===== src/design/ucodePkg.sv =====
package ucodePkg;

	////////////////////////////////////////////////////////////
	// Field widths
	////////////////////////////////////////////////////////////

	typedef logic [7:0] opcodeT;
	typedef logic [6:0] uAddrT;
	typedef logic [3:0] flowCtrlT;
	typedef logic [4:0] uopCmdT;
	typedef logic [4:0] uopOperandT;

	// Sequencer states
	typedef enum logic [1:0] {Idle, Dispatch, Run} seqStateT;

	////////////////////////////////////////////////////////////
	// Flow-control field
	////////////////////////////////////////////////////////////

	localparam flowCtrlT flowOp          = 4'd0;
	localparam flowCtrlT flowInc         = 4'd1;
	localparam flowCtrlT flowEof         = 4'd2;
	localparam flowCtrlT flowIncEof      = 4'd3;
	localparam flowCtrlT flowIncEofFu    = 4'd4;
	localparam flowCtrlT flowEofFu       = 4'd5;
	localparam flowCtrlT flowUpdateFlags = 4'd6;
	// Conditional ends, tested against the zero flag
	localparam flowCtrlT flowIncEofZ     = 4'd7;
	localparam flowCtrlT flowIncEofNz    = 4'd8;

	// Micro-commands for the datapath
	localparam uopCmdT cmdNop     = 5'd0;
	localparam uopCmdT cmdSma     = 5'd1;
	localparam uopCmdT cmdSrm     = 5'd2;
	localparam uopCmdT cmdInc16   = 5'd3;
	localparam uopCmdT cmdDec16   = 5'd4;
	localparam uopCmdT cmdSx16r   = 5'd5;
	localparam uopCmdT cmdSrx16   = 5'd6;
	localparam uopCmdT cmdAddx16  = 5'd7;
	localparam uopCmdT cmdAddx16u = 5'd8;
	localparam uopCmdT cmdSubx16  = 5'd9;
	localparam uopCmdT cmdSpc     = 5'd10;
	localparam uopCmdT cmdJcb     = 5'd11;
	localparam uopCmdT cmdBit     = 5'd12;
	localparam uopCmdT cmdShr     = 5'd13;
	localparam uopCmdT cmdRrot    = 5'd14;
	localparam uopCmdT cmdZ801bop = 5'd15;

	// Operand selects
	localparam uopOperandT opNull = 5'd0;
	localparam uopOperandT opA    = 5'd1;
	localparam uopOperandT opB    = 5'd2;
	localparam uopOperandT opC    = 5'd3;
	localparam uopOperandT opPc   = 5'd4;
	localparam uopOperandT opX8   = 5'd5;
	localparam uopOperandT opX16  = 5'd6;

	////////////////////////////////////////////////////////////
	// Flow start addresses in the ROM
	////////////////////////////////////////////////////////////

	localparam uAddrT flowDefault   = 7'd0;
	localparam uAddrT flowNop       = 7'd2;
	localparam uAddrT flowLdA       = 7'd3;
	localparam uAddrT flowLdB       = 7'd6;
	localparam uAddrT flowLdC       = 7'd9;
	localparam uAddrT flowIncB      = 7'd12;
	localparam uAddrT flowIncC      = 7'd13;
	localparam uAddrT flowDecA      = 7'd14;
	localparam uAddrT flowDecC      = 7'd15;
	localparam uAddrT flowAddB      = 7'd16;
	localparam uAddrT flowSubB      = 7'd19;
	localparam uAddrT flowJr        = 7'd22;
	localparam uAddrT flowJrNz      = 7'd28;
	localparam uAddrT flowJrZ       = 7'd34;
	localparam uAddrT flowMapCb     = 7'd40;
	localparam uAddrT flowCbBit7    = 7'd43;
	localparam uAddrT flowCbSrlB    = 7'd44;
	localparam uAddrT flowCbRr      = 7'd46;
	localparam uAddrT flowCbInvalid = 7'd48;

endpackage


===== src/design/opcodeDispatch.sv =====
`timescale 1ns/1ns

module opcodeDispatch
	import ucodePkg::*;
(
	input  opcodeT opcode,
	input  logic   cbMode,
	output uAddrT  flowStart
);

	uAddrT mainStart;
	uAddrT cbStart;

	////////////////////////////////////////////////////////////
	// Main opcode table
	////////////////////////////////////////////////////////////

	always_comb
	begin
		case (opcode)
			8'h00:
				mainStart = flowNop;
			8'h3E:
				mainStart = flowLdA;
			8'h06:
				mainStart = flowLdB;
			8'h0E:
				mainStart = flowLdC;
			8'h04:
				mainStart = flowIncB;
			8'h0C:
				mainStart = flowIncC;
			8'h3D:
				mainStart = flowDecA;
			8'h0D:
				mainStart = flowDecC;
			8'h80:
				mainStart = flowAddB;
			8'h90:
				mainStart = flowSubB;
			8'h18:
				mainStart = flowJr;
			8'h20:
				mainStart = flowJrNz;
			8'h28:
				mainStart = flowJrZ;
			// Prefix byte, fetches the extended opcode
			8'hCB:
				mainStart = flowMapCb;
			default:
				mainStart = flowDefault;
		endcase
	end

	////////////////////////////////////////////////////////////
	// CB extended table
	////////////////////////////////////////////////////////////

	always_comb
	begin
		case (opcode)
			8'h7C:
				cbStart = flowCbBit7;
			8'h38:
				cbStart = flowCbSrlB;
			// RR B, C, D, E, H, L, (HL), A share one flow
			8'h18, 8'h19, 8'h1A, 8'h1B, 8'h1C, 8'h1D, 8'h1E, 8'h1F:
				cbStart = flowCbRr;
			default:
				cbStart = flowCbInvalid;
		endcase
	end

	// Prefix seen on the previous dispatch selects the CB table
	assign flowStart = cbMode ? cbStart : mainStart;

endmodule


===== src/design/ucodeRom.sv =====
`timescale 1ns/1ns

module ucodeRom
	import ucodePkg::*;
(
	input  uAddrT      uAddr,
	output flowCtrlT   uopFlow,
	output uopCmdT     uopCmd,
	output uopOperandT uopOperand
);

	// Flow, command and operand packed side by side
	logic [$bits(flowCtrlT) + $bits(uopCmdT) + $bits(uopOperandT) - 1:0] uopWord;

	always_comb
	begin
		case (uAddr)
			////////////////////////////////////////////////////////////
			// One-byte fallback and NOP
			////////////////////////////////////////////////////////////
			7'd0:  uopWord = {flowUpdateFlags, cmdZ801bop, opA};
			7'd1:  uopWord = {flowIncEof, cmdNop, opNull};
			7'd2:  uopWord = {flowIncEof, cmdNop, opNull};

			////////////////////////////////////////////////////////////
			// LD r,n
			////////////////////////////////////////////////////////////
			// LD A,n
			7'd3:  uopWord = {flowInc, cmdSma, opPc};
			7'd4:  uopWord = {flowInc, cmdNop, opNull};
			7'd5:  uopWord = {flowEof, cmdSrm, opA};
			// LD B,n
			7'd6:  uopWord = {flowInc, cmdSma, opPc};
			7'd7:  uopWord = {flowInc, cmdNop, opNull};
			7'd8:  uopWord = {flowEof, cmdSrm, opB};
			// LD C,n
			7'd9:  uopWord = {flowInc, cmdSma, opPc};
			7'd10: uopWord = {flowInc, cmdNop, opNull};
			7'd11: uopWord = {flowEof, cmdSrm, opC};

			////////////////////////////////////////////////////////////
			// INC and DEC
			////////////////////////////////////////////////////////////
			7'd12: uopWord = {flowIncEofFu, cmdInc16, opB};
			7'd13: uopWord = {flowIncEofFu, cmdInc16, opC};
			7'd14: uopWord = {flowIncEofFu, cmdDec16, opA};
			7'd15: uopWord = {flowIncEofFu, cmdDec16, opC};

			////////////////////////////////////////////////////////////
			// ALU through the 16-bit scratch register
			////////////////////////////////////////////////////////////
			// ADD A,B
			7'd16: uopWord = {flowOp, cmdSx16r, opA};
			7'd17: uopWord = {flowUpdateFlags, cmdAddx16u, opB};
			7'd18: uopWord = {flowIncEof, cmdSrx16, opA};
			// SUB A,B
			7'd19: uopWord = {flowOp, cmdSx16r, opA};
			7'd20: uopWord = {flowUpdateFlags, cmdSubx16, opB};
			7'd21: uopWord = {flowIncEof, cmdSrx16, opA};

			////////////////////////////////////////////////////////////
			// Relative jumps
			////////////////////////////////////////////////////////////
			// JR n
			7'd22: uopWord = {flowInc, cmdSma, opPc};
			7'd23: uopWord = {flowOp, cmdNop, opNull};
			7'd24: uopWord = {flowInc, cmdSrm, opX8};
			7'd25: uopWord = {flowOp, cmdSx16r, opPc};
			7'd26: uopWord = {flowOp, cmdAddx16, opX8};
			7'd27: uopWord = {flowEof, cmdSpc, opX16};
			// JR NZ,n, falls out early when zero is set
			7'd28: uopWord = {flowInc, cmdSma, opPc};
			7'd29: uopWord = {flowOp, cmdNop, opNull};
			7'd30: uopWord = {flowIncEofZ, cmdSrm, opX8};
			7'd31: uopWord = {flowOp, cmdSx16r, opPc};
			7'd32: uopWord = {flowOp, cmdAddx16, opX8};
			7'd33: uopWord = {flowEof, cmdSpc, opX16};
			// JR Z,n
			7'd34: uopWord = {flowInc, cmdSma, opPc};
			7'd35: uopWord = {flowOp, cmdNop, opNull};
			7'd36: uopWord = {flowIncEofNz, cmdSrm, opX8};
			7'd37: uopWord = {flowOp, cmdSx16r, opPc};
			7'd38: uopWord = {flowOp, cmdAddx16, opX8};
			7'd39: uopWord = {flowEof, cmdSpc, opX16};

			////////////////////////////////////////////////////////////
			// CB prefix map
			////////////////////////////////////////////////////////////
			7'd40: uopWord = {flowInc, cmdSma, opPc};
			7'd41: uopWord = {flowOp, cmdNop, opNull};
			// Jump back to dispatch with the CB table selected
			7'd42: uopWord = {flowInc, cmdJcb, opNull};

			////////////////////////////////////////////////////////////
			// CB extended flows
			////////////////////////////////////////////////////////////
			// BIT 7
			7'd43: uopWord = {flowEofFu, cmdBit, opNull};
			// SRL B
			7'd44: uopWord = {flowUpdateFlags, cmdShr, opNull};
			7'd45: uopWord = {flowEof, cmdNop, opNull};
			// RR group
			7'd46: uopWord = {flowUpdateFlags, cmdRrot, opNull};
			7'd47: uopWord = {flowEof, cmdNop, opNull};
			// Unknown CB opcode
			7'd48: uopWord = {flowEof, cmdNop, opNull};

			default:
				uopWord = {flowOp, cmdNop, opNull};
		endcase
	end

	assign {uopFlow, uopCmd, uopOperand} = uopWord;

endmodule


===== src/design/ucodeSequencer.sv =====
`timescale 1ns/1ns

module ucodeSequencer
	import ucodePkg::*;
(
	input  logic     clock,
	input  logic     rstN,
	input  uAddrT    flowStart,
	input  flowCtrlT uopFlow,
	input  uopCmdT   uopCmd,
	input  logic     zeroFlag,
	output uAddrT    uAddr,
	output logic     cbMode,
	output logic     uopValid,
	output logic     instrDone
);

	seqStateT state;
	seqStateT stateNext;
	uAddrT    uPc;
	logic     inRun;
	logic     endOfFlow;
	logic     cbJump;

	////////////////////////////////////////////////////////////
	// End-of-flow decode
	////////////////////////////////////////////////////////////

	always_comb
	begin
		case (uopFlow)
			flowEof, flowIncEof, flowIncEofFu, flowEofFu:
				endOfFlow = 1'b1;
			// Conditional ends look at the flag in this same cycle
			flowIncEofZ:
				endOfFlow = zeroFlag;
			flowIncEofNz:
				endOfFlow = !zeroFlag;
			default:
				endOfFlow = 1'b0;
		endcase
	end

	assign cbJump = (uopCmd == cmdJcb);
	assign inRun  = (state == Run);

	// Micro-op is live only while running a flow
	assign uopValid  = inRun;
	assign instrDone = inRun && endOfFlow && !cbJump;
	assign uAddr     = uPc;

	////////////////////////////////////////////////////////////
	// FSM
	////////////////////////////////////////////////////////////

	always_comb
	begin
		stateNext = state;
		case (state)
			Idle:
				stateNext = Dispatch;
			Dispatch:
				stateNext = Run;
			Run:
			begin
				if (cbJump || endOfFlow)
				begin
					stateNext = Dispatch;
				end
			end
			default:
				stateNext = Idle;
		endcase
	end

	always_ff @(posedge clock or negedge rstN)
	begin
		if (!rstN)
		begin
			state  <= Idle;
			uPc    <= '0;
			cbMode <= 1'b0;
		end
		else
		begin
			state <= stateNext;
			if (state == Dispatch)
			begin
				uPc    <= flowStart;
				cbMode <= 1'b0;
			end
			else if (inRun)
			begin
				if (cbJump)
					cbMode <= 1'b1;
				else
					uPc <= uPc + uAddrT'(1);
			end
		end
	end

endmodule


===== src/design/ucodeEngine.sv =====
`timescale 1ns/1ns

module ucodeEngine
	import ucodePkg::*;
(
	input  logic       clock,
	input  logic       rstN,
	input  opcodeT     opcode,
	input  logic       zeroFlag,
	// Kept for carry-conditioned flows, none of which are in the ROM
	input  logic       carryFlag,
	output flowCtrlT   uopFlow,
	output uopCmdT     uopCmd,
	output uopOperandT uopOperand,
	output logic       uopValid,
	output logic       instrDone
);

	uAddrT flowStart;
	uAddrT uAddr;
	logic  cbMode;

	// Opcode to flow start, main or CB table
	opcodeDispatch i_dispatch (
		.opcode    (opcode),
		.cbMode    (cbMode),
		.flowStart (flowStart)
	);

	ucodeRom i_rom (
		.uAddr      (uAddr),
		.uopFlow    (uopFlow),
		.uopCmd     (uopCmd),
		.uopOperand (uopOperand)
	);

	ucodeSequencer i_sequencer (
		.clock     (clock),
		.rstN      (rstN),
		.flowStart (flowStart),
		.uopFlow   (uopFlow),
		.uopCmd    (uopCmd),
		.zeroFlag  (zeroFlag),
		.uAddr     (uAddr),
		.cbMode    (cbMode),
		.uopValid  (uopValid),
		.instrDone (instrDone)
	);

endmodule


===== config.mk =====
export PLATFORM = sky130hd
export DESIGN_NAME = ucodeEngine
export DESIGN_NICKNAME = d
export VERILOG_FILES = /design/src/design/ucodePkg.sv /design/src/design/opcodeDispatch.sv /design/src/design/ucodeRom.sv /design/src/design/ucodeSequencer.sv /design/src/design/ucodeEngine.sv
export SDC_FILE = /design/constraint.sdc
export NUM_CORES = 1
export LEC_CHECK = 0
export ABC_AREA = 1
export BUFFER_PORTS_ARGS = -buffer_cell sky130_fd_sc_hd__buf_2
export CAP_MARGIN = 30
export CORE_MARGIN = 5
export CORE_UTILIZATION = 40
export CTS_CLUSTER_DIAMETER = 150
export DETAILED_ROUTE_END_ITERATION = 10
export SYNTH_ARGS = -nofsm -noshare
export SYNTH_HDL_FRONTEND = slang
export SYNTH_HIERARCHICAL = 1
export SYNTH_SLANG_ARGS = --single-unit

===== constraint.sdc =====
create_clock -name clock -period 3.18 [get_ports clock]
set_input_delay 0.636 -clock clock [delete_from_list [all_inputs] [get_ports clock]]
set_output_delay 0.636 -clock clock [all_outputs]
set_load 0.01 [all_outputs]

==> results of run 1 <==
critical path: cells and delay by family, from the launching register on:
| kind | cells | cell delay, ns |
|---|---|---|
| and+or+nand+nor | 6 | 1.09 |
| DFF | 1 | 0.52 |
| buffers and inverters | 3 | 0.50 |
routing by layer:
| metal | track usage, % | vias up | share of wire (%) |
|---|---|---|---|
| met3 | 1.193 | 6 | 4.1 |
| met2 | 28.53 | 54 | 46 |
| met4 | 5.648 | 0 | 1.1 |
| li1 | - | 1265 | - |
| met5 | 0 | - | 0 |
| met1 | 24.36 | 1046 | 48 |
worst max-delay path by stage:
| stage | start | to | cells past startpoint |
|---|---|---|---|
| final | i_sequencer/uAddr[3]$_DFFE_PN0P_ | instrDone | 9 |
| after global routing | i_sequencer/uAddr[1]$_DFFE_PN0P_ | instrDone | 14 |
| after CTS | i_sequencer/uAddr[0]$_DFFE_PN0P_ | instrDone | 13 |
| after detailed placement | i_sequencer/uAddr[2]$_DFFE_PN0P_ | instrDone | 12 |
| after global placement | i_sequencer/uAddr[0]$_DFFE_PN0P_ | instrDone | 13 |
| after floorplan | i_sequencer/uAddr[0]$_DFFE_PN0P_ | instrDone | 11 |
registers in the layout, summed over array words and instances (netlist names):
| register | cells |
|---|---|
| i_sequencer/uAddr | 7 |
| i_sequencer/state | 2 |
| i_sequencer/cbMode | 1 |
layout make-up:
type | count | area (sq um) | share of cell area (%)
clock buffer | 4 | 55.05 | 2.385
inverter | 50 | 195.2 | 8.455
multi-input combinational | 317 | 1545 | 66.94
sequential | 10 | 250.2 | 10.84
tap | 70 | 87.58 | 3.794
timing repair buffer | 31 | 175.2 | 7.588
report_power, final:
group	switching, uW	internal [uW]
logic	1340	708
clock network	49.7	109
registers	87.4	190
total	1470	1010
cells in the final DEF, fill, tap and decap left out, types with 2 or more instances in the layout:
cell,netlist,routed
a21oi_1,15,14
a21oi_2,1,2
a31oi_1,2,2
buf_2,2,23
buf_4,5,8
clkbuf_8,0,4
conb_1,2,4
dfrtp_1,10,10
ha_1,12,11
inv_1,43,42
inv_2,5,5
nand2_1,152,152
nand2_2,3,3
nand2_4,2,2
nand3_1,44,44
nand3_2,2,2
nand4_1,2,2
nor2_1,39,37
nor2_2,3,5
nor2_4,3,3
nor3_1,2,2
o21ai_0,15,15
o21ai_1,5,5
o21ai_2,3,3
metrics by stage:
step | utilization, % | power [uW] | cell area, sq um
after floorplan | - | 1827 | 2092
after detailed placement | 44.13 | 2266 | 2240
after global placement | 44.13 | 2259 | 2240
after CTS | 45.22 | 2442 | 2295
final | 45.49 | 2479 | 2308
after global routing | 45.49 | 2785 | 2308
cell families after synthesis:
kind of cell	Yosys count	synth area share (%)
XOR/XNOR	1	0.4202
AND/OR/NAND/NOR	255	53.00
other	2	0.3603
adder cells (fa/ha/maj)	12	7.203
flip-flops	10	12.00
buffers and inverters	64	14.77
AO/OA/AOI/OAI	44	11.76
multiplexers	1	0.4802
==> run_results.csv, run 1 <==
group,metric,value,unit
detailed_routing,finalWirelength,5527,um
detailed_routing,dr.pass1.iters,4,
sta,finalSetupViolCount,0,
cells_and_area,fill_cells,587,
setup_path,startpoint_type,"flip-flop",
setup_path,timing.rr.end,"i_sequencer/uAddr[3]$_DFFE_PN0P_",
setup_path,cpPeakStageDelay,0.52,ns
placement,io_buffers,23,
cts,cts_buffers,3,
synthesis,synth-main-ff-cell,"dfrtp_1",
synthesis,synth-edff-count,0,
sta,period_share,93.76,%
cts,clock_sinks,10,
global_routing,grt_pass1_wl,9556,um
synthesis,ys_seq_area_share,12.00,%
global_routing,antenna_found_initial,0,
synthesis,yosys_warnings,6,
sta,hold_viol_final,0,
detailed_routing,drc,0,
sta,max_freq,335.4,MHz
cells_and_area,area_growth,10.74,%
synthesis,synth_area_leader_cell,"nand2_1",
pwr,leakagePower,0.001323,uW
synthesis,async_flop_share,100.0,%
synthesis,syn_area,2084,sq um
floorplan,dieHeight,82.19,um
synthesis,syn_inst,389,
global_routing,grt_max_degree,19,
cts,clock-root-buffer,"clkbuf_8",
sta,report.final.slew_viol_count,0,
cells_and_area,layout.nets,437,
floorplan,coreArea,5075,sq um
pwr,irDropWorstVdd,0.0004837,V
setup_path,critPathKind,"reg -> out",
cts,post_cts_buffers,0,
detailed_routing,avgRoutedWirePerCell,11.47,um
detailed_routing,drt_iter0_drc,157,
run,drv_cap,0,
synthesis,avgSynthCellArea,5.359,sq um
placement,preCtsSetupSlack,0.4365,ns
min_path,hold_path.class,"in -> async",
synthesis,ys_top_cells_by_count,"nand2_1 (152), nand3_1 (44), inv_1 (43)",
floorplan,rows,26,
outcome,status,"completed",
sta,rsz0062_at_grt,"false",
cells_and_area,antennaDiodeCount,0,
placement,place_hpwl,4323,um
cts,clkTransAtPathRegs,0.05,ns
sta,slew_headroom,65.10,%
global_routing,grt.overflow.total,0,
floorplan,ios,28,
detailed_routing,postRouteAntennaNets,0,
setup_path,path_max_fanout,12,
setup_path,regToRegSetupSlack,0.96,ns
detailed_routing,route.vias.total,2371,
sta,layout_setup_ws,0.1984,ns
setup_path,cp_cell_sequence,"buf_4 -> nor2_4 -> inv_1 -> nor4_1 -> nand3_1 -> nand2_1 -> nand3_1 -> nor2_1 -> buf_2",
detailed_routing,via_per_inst,4.919,
synthesis,synth-seq-cells,10,
floorplan,dieArea,6755,sq um
setup_path,required,2.54,ns
synthesis,yosys.cell_types.count,36,
cts,clkLatencyLatePin,0.23,ns
global_routing,grt_usage,17.49,%
cts,tritoncts,"yes",
cts,cts_resized,0,
pwr,power_density,1074,nW/um^2
setup_path,r2r_start,"i_sequencer/uAddr[1]$_DFFE_PN0P_",
cts,clk_path_buf_depth,2,
setup_path,crit_path_end_kind,"output pin",
cells_and_area,drive_above_1_share,15.53,%
placement,finalWeightedCongestion,0.9568,
placement,dp_cells,478,
sta,final.min_clock_period,2.982,ns
floorplan,die_w,82.19,um
synthesis,yosys-top-cells-area,"nand2_1 (27%), dfrtp_1 (12%), nand3_1 (11%)",
floorplan,start_util,41.07,%
cells_and_area,fin_cells,482,
synthesis,synth_top_cell_area_share,27.37,%
sta,fin_skew,0.002562,ns
global_routing,grt_pass1_vias,2172,
synthesis,yosysMostFrequentCell,"nand2_1",
cts,htree_levels,1,
sta,holdWs,0.2558,ns
setup_path,arrival,2.35,ns
sta,setup_tns,0,ns
setup_path,cp_common_cell,"nand3_1",
sta,worst_pin_slew,0.5188,ns
setup_path,rr_worst_depth,16,
setup_path,cp_slowest_cell,"dfrtp_1",
cts,cts_hold_buf,0,
(Power assumes the default switching activity.)
==> inputs of run 2 (changes only) <==
Settings changed: RECOVER_POWER set to 50.
==> run 2 against run 1 <==
Effect of this change: power fell by 1.1%; flip-flop and latch count unchanged; core utilization shrank 0.20 points; die area did not move; non-clock buffer count unchanged; critical endpoint unchanged.
==> run_results.csv, run 2 (synthesis gave the netlist of run 1 again) <==
group,metric,value,unit
sta,finalSetupViolCount,0,
sta,setup_tns,0,ns
global_routing,antenna_found_initial,0,
cts,clock_sinks,10,
cts,clkLatencyLatePin,0.24,ns
floorplan,dieHeight,82.19,um
setup_path,startpoint_type,"flip-flop",
placement,placed_cell_area,2240,sq um
placement,place_hpwl,4323,um
sta,holdWs,0.3638,ns
detailed_routing,route.vias.total,2372,
global_routing,grt_pass1_vias,2172,
setup_path,critPathKind,"reg -> out",
cts,clock-root-buffer,"clkbuf_8",
placement,io_buffers,23,
cts,cts_hold_buf,0,
pwr,leakagePower,0.001318,uW
sta,period_share,93.72,%
global_routing,grt.overflow.total,0,
floorplan,coreArea,5075,sq um
cts,clkTransAtPathRegs,0.05,ns
detailed_routing,via_per_inst,4.921,
setup_path,crit_path_end_kind,"output pin",
detailed_routing,postRouteAntennaNets,0,
cts,clk_path_buf_depth,2,
global_routing,grt_max_degree,19,
placement,finalWeightedCongestion,0.9568,
cells_and_area,largest_reg_flops,7,
global_routing,grt_pass1_wl,9556,um
outcome,status,"completed",
floorplan,ios,28,
run,drv_cap,0,
sta,hold_viol_final,0,
pwr,power,2451,uW
min_path,hold_path.class,"in -> async",
sta,slew_headroom,62.52,%
pwr,irDropWorstVdd,0.0004655,V
cts,cts_buffers,3,
global_routing,grt_usage,17.49,%
cells_and_area,fill_cells,589,
setup_path,required,2.54,ns
floorplan,rows,26,
detailed_routing,dr.pass1.iters,5,
detailed_routing,drt_iter0_drc,129,
pwr,power_density,1067,nW/um^2
setup_path,arrival,2.34,ns
cells_and_area,antennaDiodeCount,0,
detailed_routing,avgRoutedWirePerCell,11.38,um
cts,htree_levels,1,
floorplan,dieArea,6755,sq um
floorplan,die_w,82.19,um
detailed_routing,finalWirelength,5486,um
sta,max_freq,335.5,MHz
sta,worst_pin_slew,0.5622,ns
sta,fin_skew,0.002722,ns
setup_path,path_max_fanout,12,
sta,report.final.slew_viol_count,0,
floorplan,start_util,41.07,%
cells_and_area,layout.nets,437,
detailed_routing,drc,0,
cells_and_area,design_area,2298,sq um
sta,final.min_clock_period,2.980,ns
cts,tritoncts,"yes",
sta,rsz0062_at_grt,"false",
cells_and_area,final_cell_mix,"nand2_1 (153), nand3_1 (44), inv_1 (43)",
cells_and_area,area_growth,10.26,%
cells_and_area,layout_commonest_cell,"nand2_1",
cells_and_area,drive_above_1_share,14.56,%
[run 2: cell count changes in the layout (fill, tap and decap cells not counted)]
cell / before / now
buf_2: 23 / 21
clkbuf_1: 0 / 2
inv_1: 42 / 43
inv_2: 5 / 4
nand2_1: 152 / 153
nand2_4: 2 / 1
[run 2: path summary, 6_finish.rpt]
| kind | from | endpoint | slack [ns] | cells after the start |
|---|---|---|---|---|
| setup / recovery | i_sequencer/uAddr[3]$_DFFE_PN0P_ | instrDone | 0.20 | 9 |
| hold / removal | rstN | i_sequencer/uAddr[4]$_DFFE_PN0P_ | 0.36 | 1 |
| setup reg to reg | i_sequencer/uAddr[1]$_DFFE_PN0P_ | i_sequencer/uAddr[3]$_DFFE_PN0P_ | 0.72 | 16 |
| hold reg to reg | i_sequencer/state[1]$_DFFE_PN0P_ | i_sequencer/state[1]$_DFFE_PN0P_ | 0.58 | 2 |
| max in group asynchronous | rstN | i_sequencer/uAddr[5]$_DFFE_PN0P_ | 2.45 | 1 |
| min in group clock | i_sequencer/state[1]$_DFFE_PN0P_ | i_sequencer/state[1]$_DFFE_PN0P_ | 0.58 | 2 |
[run 2: final cells by class]
class,count,area [sq um],share of cell area (%)
flip-flops and latches,10,250.2,10.89
clock buffers,4,55.05,2.395
well taps,70,87.58,3.811
repair buffers,31,172.7,7.512
inverters,50,195.2,8.492
multi-input cells,317,1538,66.90
[run 2: stage by stage]
stage	instances	utilization [%]	worst slack, ns
floorplan	391	-	0.4979
global placement	478	44.13	0.4338
detailed placement	478	44.13	0.4365
CTS	482	45.22	0.1707
global route	482	45.29	0.01748
finish	482	45.29	0.1996
[run 2: report_power, final]
group	internal, uW	switching [uW]	leakage, uW
registers	190	87.4	0.000129
clock network	109	50.3	0.0000288
logic	697	1320	0.00116
total	995	1460	0.00132
[run 2: what timing repair did]
item                                    in CTS  in global routing
resized for setup                            0                  7
endpoints found under the setup margin       0                  1
buffers inserted                             0                  0
[run 2: critical path, cell delays in order (launching register included)]
cell     delay, ns
dfrtp_1       0.52
buf_4         0.24
nor2_4        0.19
inv_1         0.12
nor4_1        0.41
nand3_1       0.14
nand2_1       0.07
nand3_1       0.16
nor2_1        0.12
buf_2         0.14
[run 2: routing by layer]
layer  track usage (%)  vias to the layer above  part of all wire (%)
met4             5.648                        0                   1.1
met5                 0                        -                     0
met3             1.193                        6                   4.3
li1                  -                     1267                     -
met2             28.53                       59                    47
met1             24.36                     1040                    48
